`src/pipeline_pkg.sv`:
```
`default_nettype none

package pipeline_pkg;

    typedef enum logic [4:0] {
        NOP, LD_B, LD_BU, LD_H, LD_HU, LD_W, ST_B, ST_H, ST_W, LL_W, SC_W,
        CSRRD, CSRWR, CSRXCHG, RDCNTID, RDCNTVL, RDCNTVH
    } mem_op_t;

    typedef enum logic [6:0] {
        NONE = 7'h00,
        ALE  = 7'h09  // LoongArch Ecode for misaligned address
    } exc_cause_t;

    localparam logic [13:0] CSR_CRMD  = 14'h000;
    localparam logic [13:0] CSR_ERA   = 14'h006;
    localparam logic [13:0] CSR_SAVE0 = 14'h030;
    localparam logic [13:0] CSR_TID   = 14'h040;

    localparam logic [31:0] TID_RESET = 32'h0000_0a11;  // Core ID seen by RDCNTID

    typedef struct packed {
        mem_op_t     op;
        logic [31:0] pc;
        logic [31:0] mem_addr;
        logic [31:0] store_data;
        logic        reg_write_en;
        logic [4:0]  reg_write_addr;
        logic [31:0] reg_write_data;
        logic [13:0] csr_addr;
        logic        csr_write_en;
        logic [31:0] csr_write_data;
        logic [31:0] csr_mask;
    } ex_mem_t;

    typedef struct packed {
        logic        write_en;
        logic [4:0]  write_addr;
        logic [31:0] write_data;
    } reg_write_t;

    typedef struct packed {
        logic        csr_write_en;
        logic [13:0] csr_write_addr;
        logic [31:0] csr_write_data;
        logic        llbit_write_en;
        logic        llbit_write_data;
    } csr_write_t;

    typedef struct packed {
        logic [31:0] pc;
        reg_write_t  reg_write;
        csr_write_t  csr_write;
        logic        is_exception;
        exc_cause_t  exc_cause;
    } mem_wb_t;

endpackage

`default_nettype wire

```
`src/mem_bus_pkg.sv`:
```
`default_nettype none

package mem_bus_pkg;

    localparam int WB_ADDR_W  = 32;
    localparam int RAM_WORDS  = 256;
    localparam int RAM_ADDR_W = $clog2(RAM_WORDS);  // Word index width

    typedef struct packed {
        logic                 cyc;
        logic                 stb;
        logic                 we;
        logic [3:0]           sel;
        logic [WB_ADDR_W-1:0] adr;
        logic [31:0]          dat;
    } wb_req_t;

    typedef struct packed {
        logic        ack;
        logic [31:0] dat;
    } wb_rsp_t;

    typedef struct packed {
        logic                 req;
        logic                 we;
        logic [3:0]           sel;
        logic [WB_ADDR_W-1:0] adr;
        logic [31:0]          dat;
    } bus_cmd_t;

endpackage

`default_nettype wire

```
`src/mem_access.sv`:
```
`timescale 1ns/10ps
`default_nettype none

module mem_access (
    input  pipeline_pkg::ex_mem_t    instr,
    input  logic                     instr_valid,
    input  pipeline_pkg::csr_write_t wb_fwd,
    input  logic [31:0]              csr_rd_data,
    input  logic                     csr_llbit,
    input  logic [63:0]              cnt,
    input  logic                     bus_done,
    input  logic [31:0]              bus_rdata,
    output logic [13:0]              csr_rd_addr,
    output mem_bus_pkg::bus_cmd_t    bus_cmd,
    output pipeline_pkg::mem_wb_t    result
);

    logic [31:0] csr_old;
    logic        llbit;
    logic        half_op;
    logic        word_op;
    logic        mem_op;
    logic        ale;
    logic        bus_op;
    logic        commit;
    logic [31:0] lane;
    logic [31:0] rd_value;
    logic [31:0] csr_wd;
    logic        llbit_we;
    logic        llbit_wd;

    assign csr_rd_addr = (instr.op == pipeline_pkg::RDCNTID) ? pipeline_pkg::CSR_TID
                                                              : instr.csr_addr;

    // Writeback has not landed in the CSR file yet
    always_comb begin
        if (wb_fwd.csr_write_en && (wb_fwd.csr_write_addr == csr_rd_addr)) begin
            csr_old = wb_fwd.csr_write_data;
        end else begin
            csr_old = csr_rd_data;
        end
    end

    assign llbit = wb_fwd.llbit_write_en ? wb_fwd.llbit_write_data : csr_llbit;

    always_comb begin
        half_op = 1'b0;
        word_op = 1'b0;
        mem_op  = 1'b0;
        case (instr.op)
            pipeline_pkg::LD_B, pipeline_pkg::LD_BU, pipeline_pkg::ST_B: begin
                mem_op = 1'b1;
            end
            pipeline_pkg::LD_H, pipeline_pkg::LD_HU, pipeline_pkg::ST_H: begin
                half_op = 1'b1;
                mem_op  = 1'b1;
            end
            pipeline_pkg::LD_W, pipeline_pkg::ST_W, pipeline_pkg::LL_W: begin
                word_op = 1'b1;
                mem_op  = 1'b1;
            end
            pipeline_pkg::SC_W: begin
                word_op = 1'b1;  // Bus use depends on LL bit
            end
            default: ;
        endcase
    end

    assign ale    = (half_op & instr.mem_addr[0]) | (word_op & (|instr.mem_addr[1:0]));
    assign bus_op = mem_op | ((instr.op == pipeline_pkg::SC_W) & llbit);
    assign commit = instr_valid & ~ale & (~bus_op | bus_done);

    always_comb begin
        bus_cmd.req = instr_valid & bus_op & ~ale;
        bus_cmd.we  = 1'b0;
        bus_cmd.sel = 4'b1111;
        bus_cmd.adr = instr.mem_addr;
        bus_cmd.dat = instr.store_data;
        case (instr.op)
            pipeline_pkg::ST_B: begin
                bus_cmd.we  = 1'b1;
                bus_cmd.sel = 4'b0001 << instr.mem_addr[1:0];
                bus_cmd.dat = {4{instr.store_data[7:0]}};
            end
            pipeline_pkg::ST_H: begin
                bus_cmd.we  = 1'b1;
                bus_cmd.sel = 4'b0011 << instr.mem_addr[1:0];
                bus_cmd.dat = {2{instr.store_data[15:0]}};
            end
            pipeline_pkg::ST_W, pipeline_pkg::SC_W: begin
                bus_cmd.we = 1'b1;
            end
            default: ;
        endcase
    end

    assign lane = bus_rdata >> {instr.mem_addr[1:0], 3'b000};  // Addressed lane to bit 0

    always_comb begin
        rd_value = instr.reg_write_data;
        csr_wd   = instr.csr_write_data;
        llbit_we = 1'b0;
        llbit_wd = 1'b0;
        case (instr.op)
            pipeline_pkg::LD_B:  rd_value = {{24{lane[7]}}, lane[7:0]};
            pipeline_pkg::LD_BU: rd_value = {24'd0, lane[7:0]};
            pipeline_pkg::LD_H:  rd_value = {{16{lane[15]}}, lane[15:0]};
            pipeline_pkg::LD_HU: rd_value = {16'd0, lane[15:0]};
            pipeline_pkg::LD_W:  rd_value = bus_rdata;
            pipeline_pkg::LL_W: begin
                rd_value = bus_rdata;
                llbit_we = 1'b1;
                llbit_wd = 1'b1;
            end
            pipeline_pkg::SC_W: begin
                rd_value = {31'd0, llbit};
                llbit_we = llbit;  // Success clears the bit
            end
            pipeline_pkg::CSRRD, pipeline_pkg::CSRWR, pipeline_pkg::RDCNTID: begin
                rd_value = csr_old;
            end
            pipeline_pkg::CSRXCHG: begin
                rd_value = csr_old;
                csr_wd   = (csr_old & ~instr.csr_mask) | (instr.csr_write_data & instr.csr_mask);
            end
            pipeline_pkg::RDCNTVL: rd_value = cnt[31:0];
            pipeline_pkg::RDCNTVH: rd_value = cnt[63:32];
            default: ;
        endcase
    end

    assign result.pc                         = instr.pc;
    assign result.reg_write.write_en         = instr.reg_write_en & commit;
    assign result.reg_write.write_addr       = instr.reg_write_addr;
    assign result.reg_write.write_data       = rd_value;
    assign result.csr_write.csr_write_en     = instr.csr_write_en & commit;
    assign result.csr_write.csr_write_addr   = instr.csr_addr;
    assign result.csr_write.csr_write_data   = csr_wd;
    assign result.csr_write.llbit_write_en   = llbit_we & commit;
    assign result.csr_write.llbit_write_data = llbit_wd;
    assign result.is_exception               = ale;
    assign result.exc_cause = ale ? pipeline_pkg::ALE : pipeline_pkg::NONE;

endmodule

`default_nettype wire

```
`config.mk`:
```
export PLATFORM = sky130hd
export DESIGN_NAME = mem_access
export DESIGN_NICKNAME = d
export VERILOG_FILES = /design/src/pipeline_pkg.sv /design/src/mem_bus_pkg.sv /design/src/mem_access.sv
export SDC_FILE = /design/constraint.sdc
export NUM_CORES = 1
export LEC_CHECK = 0
export BUFFER_PORTS_ARGS = -buffer_cell sky130_fd_sc_hd__buf_2
export CORE_AREA = 10 10 230 232
export DETAILED_ROUTE_END_ITERATION = 10
export DIE_AREA = 0 0 240 242
export PLACE_DENSITY = 0.41
export SYNTH_ARGS = -nofsm -noshare
export SYNTH_HDL_FRONTEND = slang
export SYNTH_SLANG_ARGS = --single-unit
```
`constraint.sdc`:
```
create_clock -name vclk -period 2
set_input_delay 0.1 -clock vclk [all_inputs]
set_output_delay 0.1 -clock vclk [all_outputs]
set_load 0.02 [all_outputs]
```
==> impl_metrics.tcl, run 1 <==
set metrics [dict create \
    dp.final_hpwl_um 38490 \
    overflow 0 \
    timing_hold_violations_final 0 \
    post_synth_mux_area_share_pct 11.38 \
    drt-vias-per-instance 4.306 \
    grt_max_degree 34 \
    drt_drc_violations_left 0 \
    netlist_area_mm2 0.004662 \
    floorplan.rows 81 \
    finalCriticalPeriod_ns 2.411 \
    slew_headroom_pct 59.38 \
    setup-tns-final_ns -22.06 \
    die_y_um 242 \
    total_power_w 0.002009 \
    worstPathArrival_ns 2.31 \
    synthAdderAreaFrac_pct 0 \
    critical_path_class "in2out" \
    synth.avg_cell_area_um2 6.326 \
    cap_violations 0 \
    core_footprint_mm2 0.04844 \
    dp_slack_ns -0.6078 \
    main_combinational_cell_family_by_area_after_synthesis "compound AO/OA/AOI/OAI gates" \
    antenna_violations_before_repair 12 \
    nClkBuffers 0 \
    seq_area_frac_synth_pct 0 \
    detailedRoute.firstPassIterationCount 6 \
    drt_iter0_drc 486 \
    power.leakage_nw 4.095 \
    final-seq-area_um2 0 \
    full_die_area_mm2 0.05808 \
    worstHoldPathType "in2out" \
    final_net_count 1622 \
    area_growth_syn_to_layout_pct 90.55 \
    drt_antenna_net_count 0 \
    grtUsageTotal_pct 13.74 \
    synth_compound_area_share_pct 39.21 \
    timing.final.crit_share_pct 120.6 \
    crit_path_start_kind "input pin" \
    pin_slew_with_the_least_headroom_to_its_limit_ns 0.6093 \
    run_status "finished with violations" \
    violations "setup timing" \
    finalWeightedCongestion 0.8774 \
    ioPinCount 609 \
    first_global_vias 8411 \
    route.vias.total 7958 \
    drive_above_1_share_pct 57.94 \
    io_buffer_count 470 \
    fin_ws_ns -0.4114 \
    cts_hold_buffers 0 \
    top_achievable_clock_speed_mhz 414.7 \
    vdd_ir_drop_max_mv 0.1124 \
    synth_cells 737 \
    crit_path_max_fanout 14 \
    mostFrequentLayoutCells "418 x buf_2, 185 x buf_4, 86 x nand2_1" \
    hold-worst-slack_ns 0.2000 \
    power-per-cell-area_mw_per_mm2 226.2 \
    routed_wire_length_per_instance_um 24.19 \
    wire_length_of_the_first_global_routing_pass_um 59440 \
    floorplan.initialDensity_pct 9.623 \
    final-max-slew-violation-count 0 \
    detail_route.wirelength_um 44700 \
    horizontal_die_dimension_um 240 \
    grt_setup_unrepaired "yes" \
    layout_commonest_cell "buf_2" \
    synth.lib_cells_used.distinct 55 \
    synth_xor_area_share_pct 0.5636 \
    seq_cell_count 0 \
    critPathCaptureType "output pin" \
    total_setup_violations_reported_at_the_end_of_the_flow 64 \
    synthSimpleGateAreaFrac_pct 24.99 \
    yosys_warnings 0 \
    nFillCells 5617 \
    crit_required_ns 1.90 \
]
==> where the power goes <==
part | leakage (nW) | internal [W] | total (W) | switching, W
Sequential | 0 | 0 | 0 | 0
Combinational | 4.10 | 0.000914 | 0.00201 | 0.00110
Clock | 0.0000254 | 0.000000000268 | 0.000000000269 | 0
==> path summary, 6_finish.rpt <==
path                        from  cells after the start           to
worst max-delay path   instr[78]                     10   result[64]
worst min-delay path  instr[172]                      0  bus_cmd[55]
==> logic make-up (layout without fill, tap and decap cells) <==
group / count (synthesis) / in the layout
compound gates: 253 / 253
buf+inv: 191 / 672
other cells: 1 / 9
xor+xnor: 3 / 3
simple gates: 248 / 248
mux: 41 / 41
==> per-stage QoR <==
stage / area, um^2 / util, % / std cells
floorplan: 4725 / - / 741
global placement: 8299 / 17.13 / 1829
detailed placement: 8299 / 17.13 / 1829
CTS: 8662 / 17.88 / 1838
global route: 8879 / 18.33 / 1846
finish: 8884 / 18.34 / 1848
==> metal layers <==
layer	global-route usage (%)	vias up	wire length (um)	share of wire, %
met5	0	-	45	0.10
met4	3.108	8	1098	2.5
met3	3.458	67	3909	8.7
met2	24.35	448	21510	48
met1	16.19	3770	18140	41
li1	-	3665	-	-
==> critical path: stages <==
cell      delay (ns)
buf_6           0.09
nor2b_4         0.11
a2111o_1        0.43
or4_4           0.46
a32oi_4         0.20
buf_12          0.18
nand2_8         0.09
buf_12          0.17
a311o_1         0.27
buf_2           0.17
==> layout make-up <==
class | instances | area, um^2 | share of cell area, %
inverter | 24 | 90.09 | 1.014
antenna | 4 | 10.01 | 0.1127
tap | 622 | 778.2 | 8.761
multi-input combinational | 550 | 3767 | 42.41
timing repair buffer | 648 | 4238 | 47.70
==> synth_stat cells (3+ instances only) <==
cell | instances | share of area, %
nand3b_1 | 3 | 0.48
a31oi_1 | 7 | 0.94
o22a_1 | 7 | 1.3
o21ai_0 | 41 | 4.4
nand2_1 | 87 | 7.0
mux2i_1 | 17 | 3.6
nor2_1 | 72 | 5.8
a311o_1 | 14 | 3.0
a22oi_1 | 9 | 1.4
nor3_1 | 7 | 0.75
nand4_1 | 24 | 3.2
buf_2 | 13 | 1.4
buf_1 | 8 | 0.64
nand2b_1 | 8 | 1.1
inv_1 | 24 | 1.9
o22ai_1 | 18 | 2.4
a21oi_1 | 32 | 3.4
nor2b_1 | 22 | 3.0
buf_4 | 100 | 16
nand3_1 | 6 | 0.64
nor4_1 | 3 | 0.40
a222oi_1 | 24 | 5.2
mux4_2 | 8 | 3.9
o211ai_1 | 85 | 14
mux2_2 | 16 | 3.9
clkbuf_1 | 46 | 3.7
o2111ai_1 | 3 | 0.56
==> timing repair <==
item	CTS	global route
gates resized for setup	76	26
endpoints found under the setup margin	64	65
cloned	1	5
buffers inserted	10	2
pin swaps	8	16
No activity file was read; power rests on OpenSTA's default activity.
==> run 2: changes to the inputs <==
ABC_AREA = 1   (was unset)
CORE_AREA = 10 10 229 231   (was 10 10 230 232)
DIE_AREA = 0 0 239 241   (was 0 0 240 242)
==> run 2 against run 1 <==
Effect of this change:
- the flow still finishes with violations (setup timing)
- final area grew 6.2%
- worst setup slack better by 0.28 ns
- non-clock buffer count is 40 lower
- total power rose by 19%
- via count grew 2.5%
- sequential share of layout area did not move
- global-route usage fell by 0.12 points
- utilization rose by 1.5 points
- final cell count rose by 13%
- die area fell by 0.83%
- combinational power increased by 19%
- maximum frequency rose by 13%
==> impl_metrics.tcl, run 2 <==
set metrics [dict create \
    ioPinCount 609 \
    dp_slack_ns -0.4523 \
    crit_path_start_kind "input pin" \
    pin_slew_with_the_least_headroom_to_its_limit_ns 0.6170 \
    finalWeightedCongestion 0.8353 \
    fin_ws_ns -0.1333 \
    io_buffer_count 470 \
    netSwitchingFraction_pct 56.48 \
    seq_cell_count 0 \
    p_clk_share_pct 0 \
    synth_top_cell_area_share_pct 20.81 \
    horizontal_die_dimension_um 239 \
    run_status "finished with violations" \
    crit_required_ns 1.90 \
    vdd_ir_drop_max_mv 0.07828 \
    violations "setup timing" \
    power-per-cell-area_mw_per_mm2 253.2 \
    layout_commonest_cell "buf_2" \
    yosys.cell_count.top_type "nand2_1" \
    cts_hold_buffers 0 \
    worstPathArrival_ns 2.03 \
    synth.avg_cell_area_um2 4.815 \
    drt-vias-per-instance 3.904 \
    detail_route.wirelength_um 44010 \
    netlist_area_mm2 0.004781 \
    switching_power_w 0.001350 \
    critPathCaptureType "output pin" \
    synth_common_cells "265 x nand2_1, 169 x inv_1, 100 x buf_4, 99 x nor2_1, 87 x nand3_1" \
    synth_cells 993 \
    critical_path_class "in2out" \
    slew_headroom_pct 58.72 \
    grt_max_degree 33 \
    wire_length_of_the_first_global_routing_pass_um 57340 \
    nFillCells 5555 \
    postPlaceCellArea_mm2 0.008031 \
    timing.final.crit_share_pct 106.7 \
    top_achievable_clock_speed_mhz 468.8 \
    crit_path_max_fanout 7 \
    timing_hold_violations_final 0 \
    stdcell_area_mm2 0.009437 \
    grtUsageTotal_pct 13.62 \
    detailedRoute.firstPassIterationCount 6 \
    final_net_count 1869 \
    yosysTopAreaCell "nand2_1" \
    synth.lib_cells_used.distinct 31 \
    grt_setup_unrepaired "yes" \
    drt_antenna_net_count 0 \
    die_y_um 241 \
    full_die_area_mm2 0.05760 \
    power.leakage_nw 5.178 \
    power.share.sequential_pct 0 \
    first_global_vias 8249 \
    worstHoldPathType "in2out" \
    nClkBuffers 0 \
    total_area_of_multi_input_combinational_cells_mm2 0.003969 \
    cap_violations 0 \
    drt_drc_violations_left 0 \
    floorplan.rows 80 \
    total_setup_violations_reported_at_the_end_of_the_flow 66 \
    routed_wire_length_per_instance_um 21.07 \
    internal_power_w 0.001040 \
    post_synth_main_area_contributors "nand2_1 21%, buf_4 16%, inv_1 13%" \
    floorplan.initialDensity_pct 10.06 \
    final-max-slew-violation-count 0 \
    antenna_violations_before_repair 23 \
    yosys_warnings 0 \
    core_footprint_mm2 0.04755 \
    dp.final_hpwl_um 37510 \
    route.vias.total 8156 \
    final-seq-area_um2 0 \
    overflow 0 \
    area_growth_syn_to_layout_pct 97.38 \
    mostFrequentLayoutCells "399 x buf_2, 236 x nand2_1, 166 x inv_1" \
    drt_iter0_drc 275 \
    finalCriticalPeriod_ns 2.133 \
    seq_area_frac_synth_pct 0 \
    total_power_w 0.002390 \
    drive_above_1_share_pct 53.85 \
    share_comb_of_total_power_pct 100.0 \
]
run 2: cell count changes after synthesis, moves of 33 or more:
cell / previous run / this run
nand2_1: 87 / 265
inv_1: 24 / 169
nand3_1: 6 / 87
o211ai_1: 85 / 20
nand2_2: 0 / 33
run 2: worst paths after layout:
check / from / to / slack [ns] / cells after the start
setup / recovery: instr[216] / result[63] / -0.13 / 16
hold / removal: instr[162] / bus_cmd[45] / 0.20 / 0
run 2: repair_timing:
item,in CTS,in global routing
buffers inserted,6,3
resized for setup,148,159
setup endpoints to repair,67,67
gates cloned,5,4
pin swaps,15,41
run 2: worst max-delay path: stages:
cell and delay [ns]:
buf_8 0.08, nand2_4 0.06, nor2_4 0.18, buf_12 0.14
nand2_8 0.07, nand2_4 0.09, nor2_1 0.04, nor2_1 0.14
nand2_2 0.10, nor2_4 0.17, nand2_4 0.14, clkbuf_16 0.23
nand2_4 0.09, nand3_1 0.06, a21oi_1 0.15, buf_4 0.17
run 2: cells by family (layout without fill, tap and decap cells):
logic type | count (synthesis) | count (layout) | share of synthesized area [%]
compound gates | 169 | 169 | 20.41
buf+inv | 315 | 784 | 33.71
other cells | 1 | 10 | 0.07844
simple gates | 508 | 511 | 45.80
run 2: cell type report:
type	count	share of cell area [%]
Tap cell	615	8.154
Antenna cell	5	0.1326
Multi-Input combinational cell	685	42.06
Inverter	176	7.080
Timing Repair Buffer	608	42.57
run 2: through the flow:
step                      setup TNS [ns]  utilization, %  std cells  hold WS, ns
final                             -4.079           19.85       2089       0.2000
after global placement            -16.41           16.89       2067       0.2001
after floorplan                        0               -        997       0.3126
after detailed placement          -18.66           16.89       2067       0.2001
after CTS                         -9.169           18.25       2078       0.2001
after global routing              -13.82           19.84       2087       0.2000
run 2: per-layer routing:
| metal | global-route usage, % | vias to the layer above | part of all wire, % |
|---|---|---|---|
| met1 | 14.61 | 3647 | 38 |
| met5 | 0 | - | 0.44 |
| met4 | 3.010 | 28 | 3.1 |
| li1 | - | 3985 | - |
| met2 | 25.52 | 403 | 50 |
| met3 | 4.312 | 93 | 8.6 |
run 2: power groups by stage:
| stage | Clock (W) | Combinational [W] | Sequential (W) |
|---|---|---|---|
| 3_3_place_gp | 0 | 0.00204 | 0 |
| 3_5_place_dp | 0 | 0.00204 | 0 |
| 2_1_floorplan | 0 | 0.00112 | 0 |
| 5_1_grt | 0.000000000201 | 0.00258 | 0 |
| 6_report | 0.000000000335 | 0.00239 | 0 |
| 4_1_cts | 0 | 0.00224 | 0 |
==> run 3: changes to the inputs <==
SKIP_LAST_GASP = 1   (was unset)
==> run 3 against run 2 <==
Effect of this change:
- the flow still finishes with violations (setup timing)
- combinational power shrank 4%
- final cell count unchanged
- via count hardly changed
- die area is the same
- clock-buffer cell count did not move
- total power decreased by 3.9%
- wire length is 2.2% lower
- highest routed layer unchanged
==> impl_metrics.tcl, run 3 (same netlist as run 2, synthesis figures left out) <==
set metrics [dict create \
    final_net_count 1868 \
    core_footprint_mm2 0.04755 \
    timing_hold_violations_final 0 \
    violations "setup timing" \
    worstPathArrival_ns 2.06 \
    min_delay_worst_endpoint "bus_cmd[45]" \
    stdcell_area_mm2 0.009106 \
    path_delay_family "simple AND/OR/NAND/NOR gates" \
    timing.critical_path.slowest_stage_cell "nor2_4" \
    grt_setup_unrepaired "yes" \
    drt-vias-per-instance 3.902 \
    nClkBuffers 0 \
    power.leakage_nw 5.116 \
    total_area_of_multi_input_combinational_cells_mm2 0.003779 \
    floorplan.initialDensity_pct 10.06 \
    timing.critical_path.buf_inv 5 \
    area_growth_syn_to_layout_pct 90.47 \
    ioPinCount 609 \
    cts_hold_buffers 0 \
    route.vias.total 8152 \
    finalCriticalPeriod_ns 2.158 \
    grtUsageTotal_pct 13.60 \
    wire_length_of_the_first_global_routing_pass_um 57250 \
    timing.final.crit_share_pct 107.9 \
    run_status "finished with violations" \
    critical_path_class "in2out" \
    routed_wire_length_per_instance_um 20.60 \
    seq_cell_count 0 \
    critPathCaptureType "output pin" \
    drt_antenna_net_count 0 \
    die_y_um 241 \
    detailedRoute.firstPassIterationCount 5 \
    antenna_violations_before_repair 23 \
    worstHoldPathType "in2out" \
    layout_commonest_cell "buf_2" \
    crit_chain "buf_8 > nand2_4 > nor2_4 > buf_6 > nand2_8 > nand3b_1 > nand2_1 > nor2_1 > nand2_1 > nor2_4 > nand2_4 > buf_12 > clkbuf_16 > nand2_2 > nand3_2 > a21oi_2 > buf_6" \
    mostFrequentLayoutCells "409 x buf_2, 243 x nand2_1, 166 x inv_1" \
    final-max-slew-violation-count 0 \
    slowest_delay_ns 0.18 \
    drive_above_1_share_pct 51.91 \
    crit_path_start_kind "input pin" \
    total_power_w 0.002297 \
    dp.final_hpwl_um 37510 \
    finalWeightedCongestion 0.8353 \
    cap_violations 0 \
    hold-worst-slack_ns 0.2000 \
    vdd_ir_drop_max_mv 0.08153 \
    io_buffer_count 470 \
    top_achievable_clock_speed_mhz 463.4 \
    floorplan.rows 80 \
    nFillCells 5577 \
    postPlaceCellArea_mm2 0.008031 \
    horizontal_die_dimension_um 239 \
    fin_ws_ns -0.1579 \
    overflow 0 \
    first_global_vias 8232 \
    fin_util_pct 19.15 \
    dp_slack_ns -0.4523 \
    final-seq-area_um2 0 \
    grt_max_degree 33 \
    detail_route.wirelength_um 43040 \
    total_setup_violations_reported_at_the_end_of_the_flow 62 \
    start_point_of_the_worst_hold_path "instr[162]" \
    drt_drc_violations_left 0 \
    full_die_area_mm2 0.05760 \
    crit_required_ns 1.90 \
    power-per-cell-area_mw_per_mm2 252.3 \
    drt_iter0_drc 319 \
    crit_path_max_fanout 7 \
    hold_depth 0 \
]
==> run 3: cell count changes in the layout (fill, tap and decap cells not counted), moves of 4 or more <==
| cell | change |
|---|---|
| nand3_1 | +15 |
| nand2_4 | -4 |
| buf_6 | -14 |
| nand3_2 | -11 |
| nand3_4 | -4 |
| a21oi_1 | +4 |
| buf_4 | +7 |
| buf_2 | +10 |
| nand2_1 | +7 |
==> run 3: layout make-up <==
cell class | count | area share (%)
timing repair buffer | 607 | 42.58
multi-input combinational | 685 | 41.49
tap | 615 | 8.450
inverter | 176 | 7.310
antenna | 6 | 0.1649
==> run 3: worst max-delay path by stage <==
| stage | startpoint | endpoint | slack (ns) | depth (start not counted) |
|---|---|---|---|---|
| after floorplan | instr[150] | result[75] | 0.15 | 13 |
| after global placement | instr[214] | result[88] | -0.42 | 15 |
| after detailed placement | instr[214] | result[88] | -0.45 | 15 |
| after CTS | instr[216] | result[78] | -0.21 | 16 |
| after global routing | instr[216] | result[66] | -0.31 | 17 |
| final | instr[216] | result[59] | -0.16 | 17 |
==> run 3: where the power goes <==
group | leakage, nW | internal [W] | switching, W | total, W
logic | 5.12 | 0.000985 | 0.00131 | 0.00230
registers | 0 | 0 | 0 | 0
clock network | 0.0000380 | 0.000000000404 | 0 | 0.000000000404
==> run 3: per-layer routing <==
metal | wire length (um) | vias up | track usage (%) | share of wire, %
met1 | 15950 | 3647 | 14.63 | 37
met4 | 1164 | 28 | 3.010 | 2.7
li1 | - | 3983 | - | -
met3 | 3977 | 86 | 4.289 | 9.2
met2 | 21750 | 408 | 25.45 | 51
met5 | 198 | - | 0 | 0.46
==> run 3: metrics by stage <==
step	instances	TNS [ns]
5_1_grt	2086	-15.57
3_3_place_gp	2067	-16.41
6_report	2089	-5.595
2_1_floorplan	997	0
4_1_cts	2078	-9.273
3_5_place_dp	2067	-18.66
==> run 3: repair_timing <==
action                     in CTS  in global routing
setup buffers                   6                  5
setup endpoints to repair      67                 67
pin swaps                      15                 39
gates cloned                    5                  1
resized for setup             138                 99
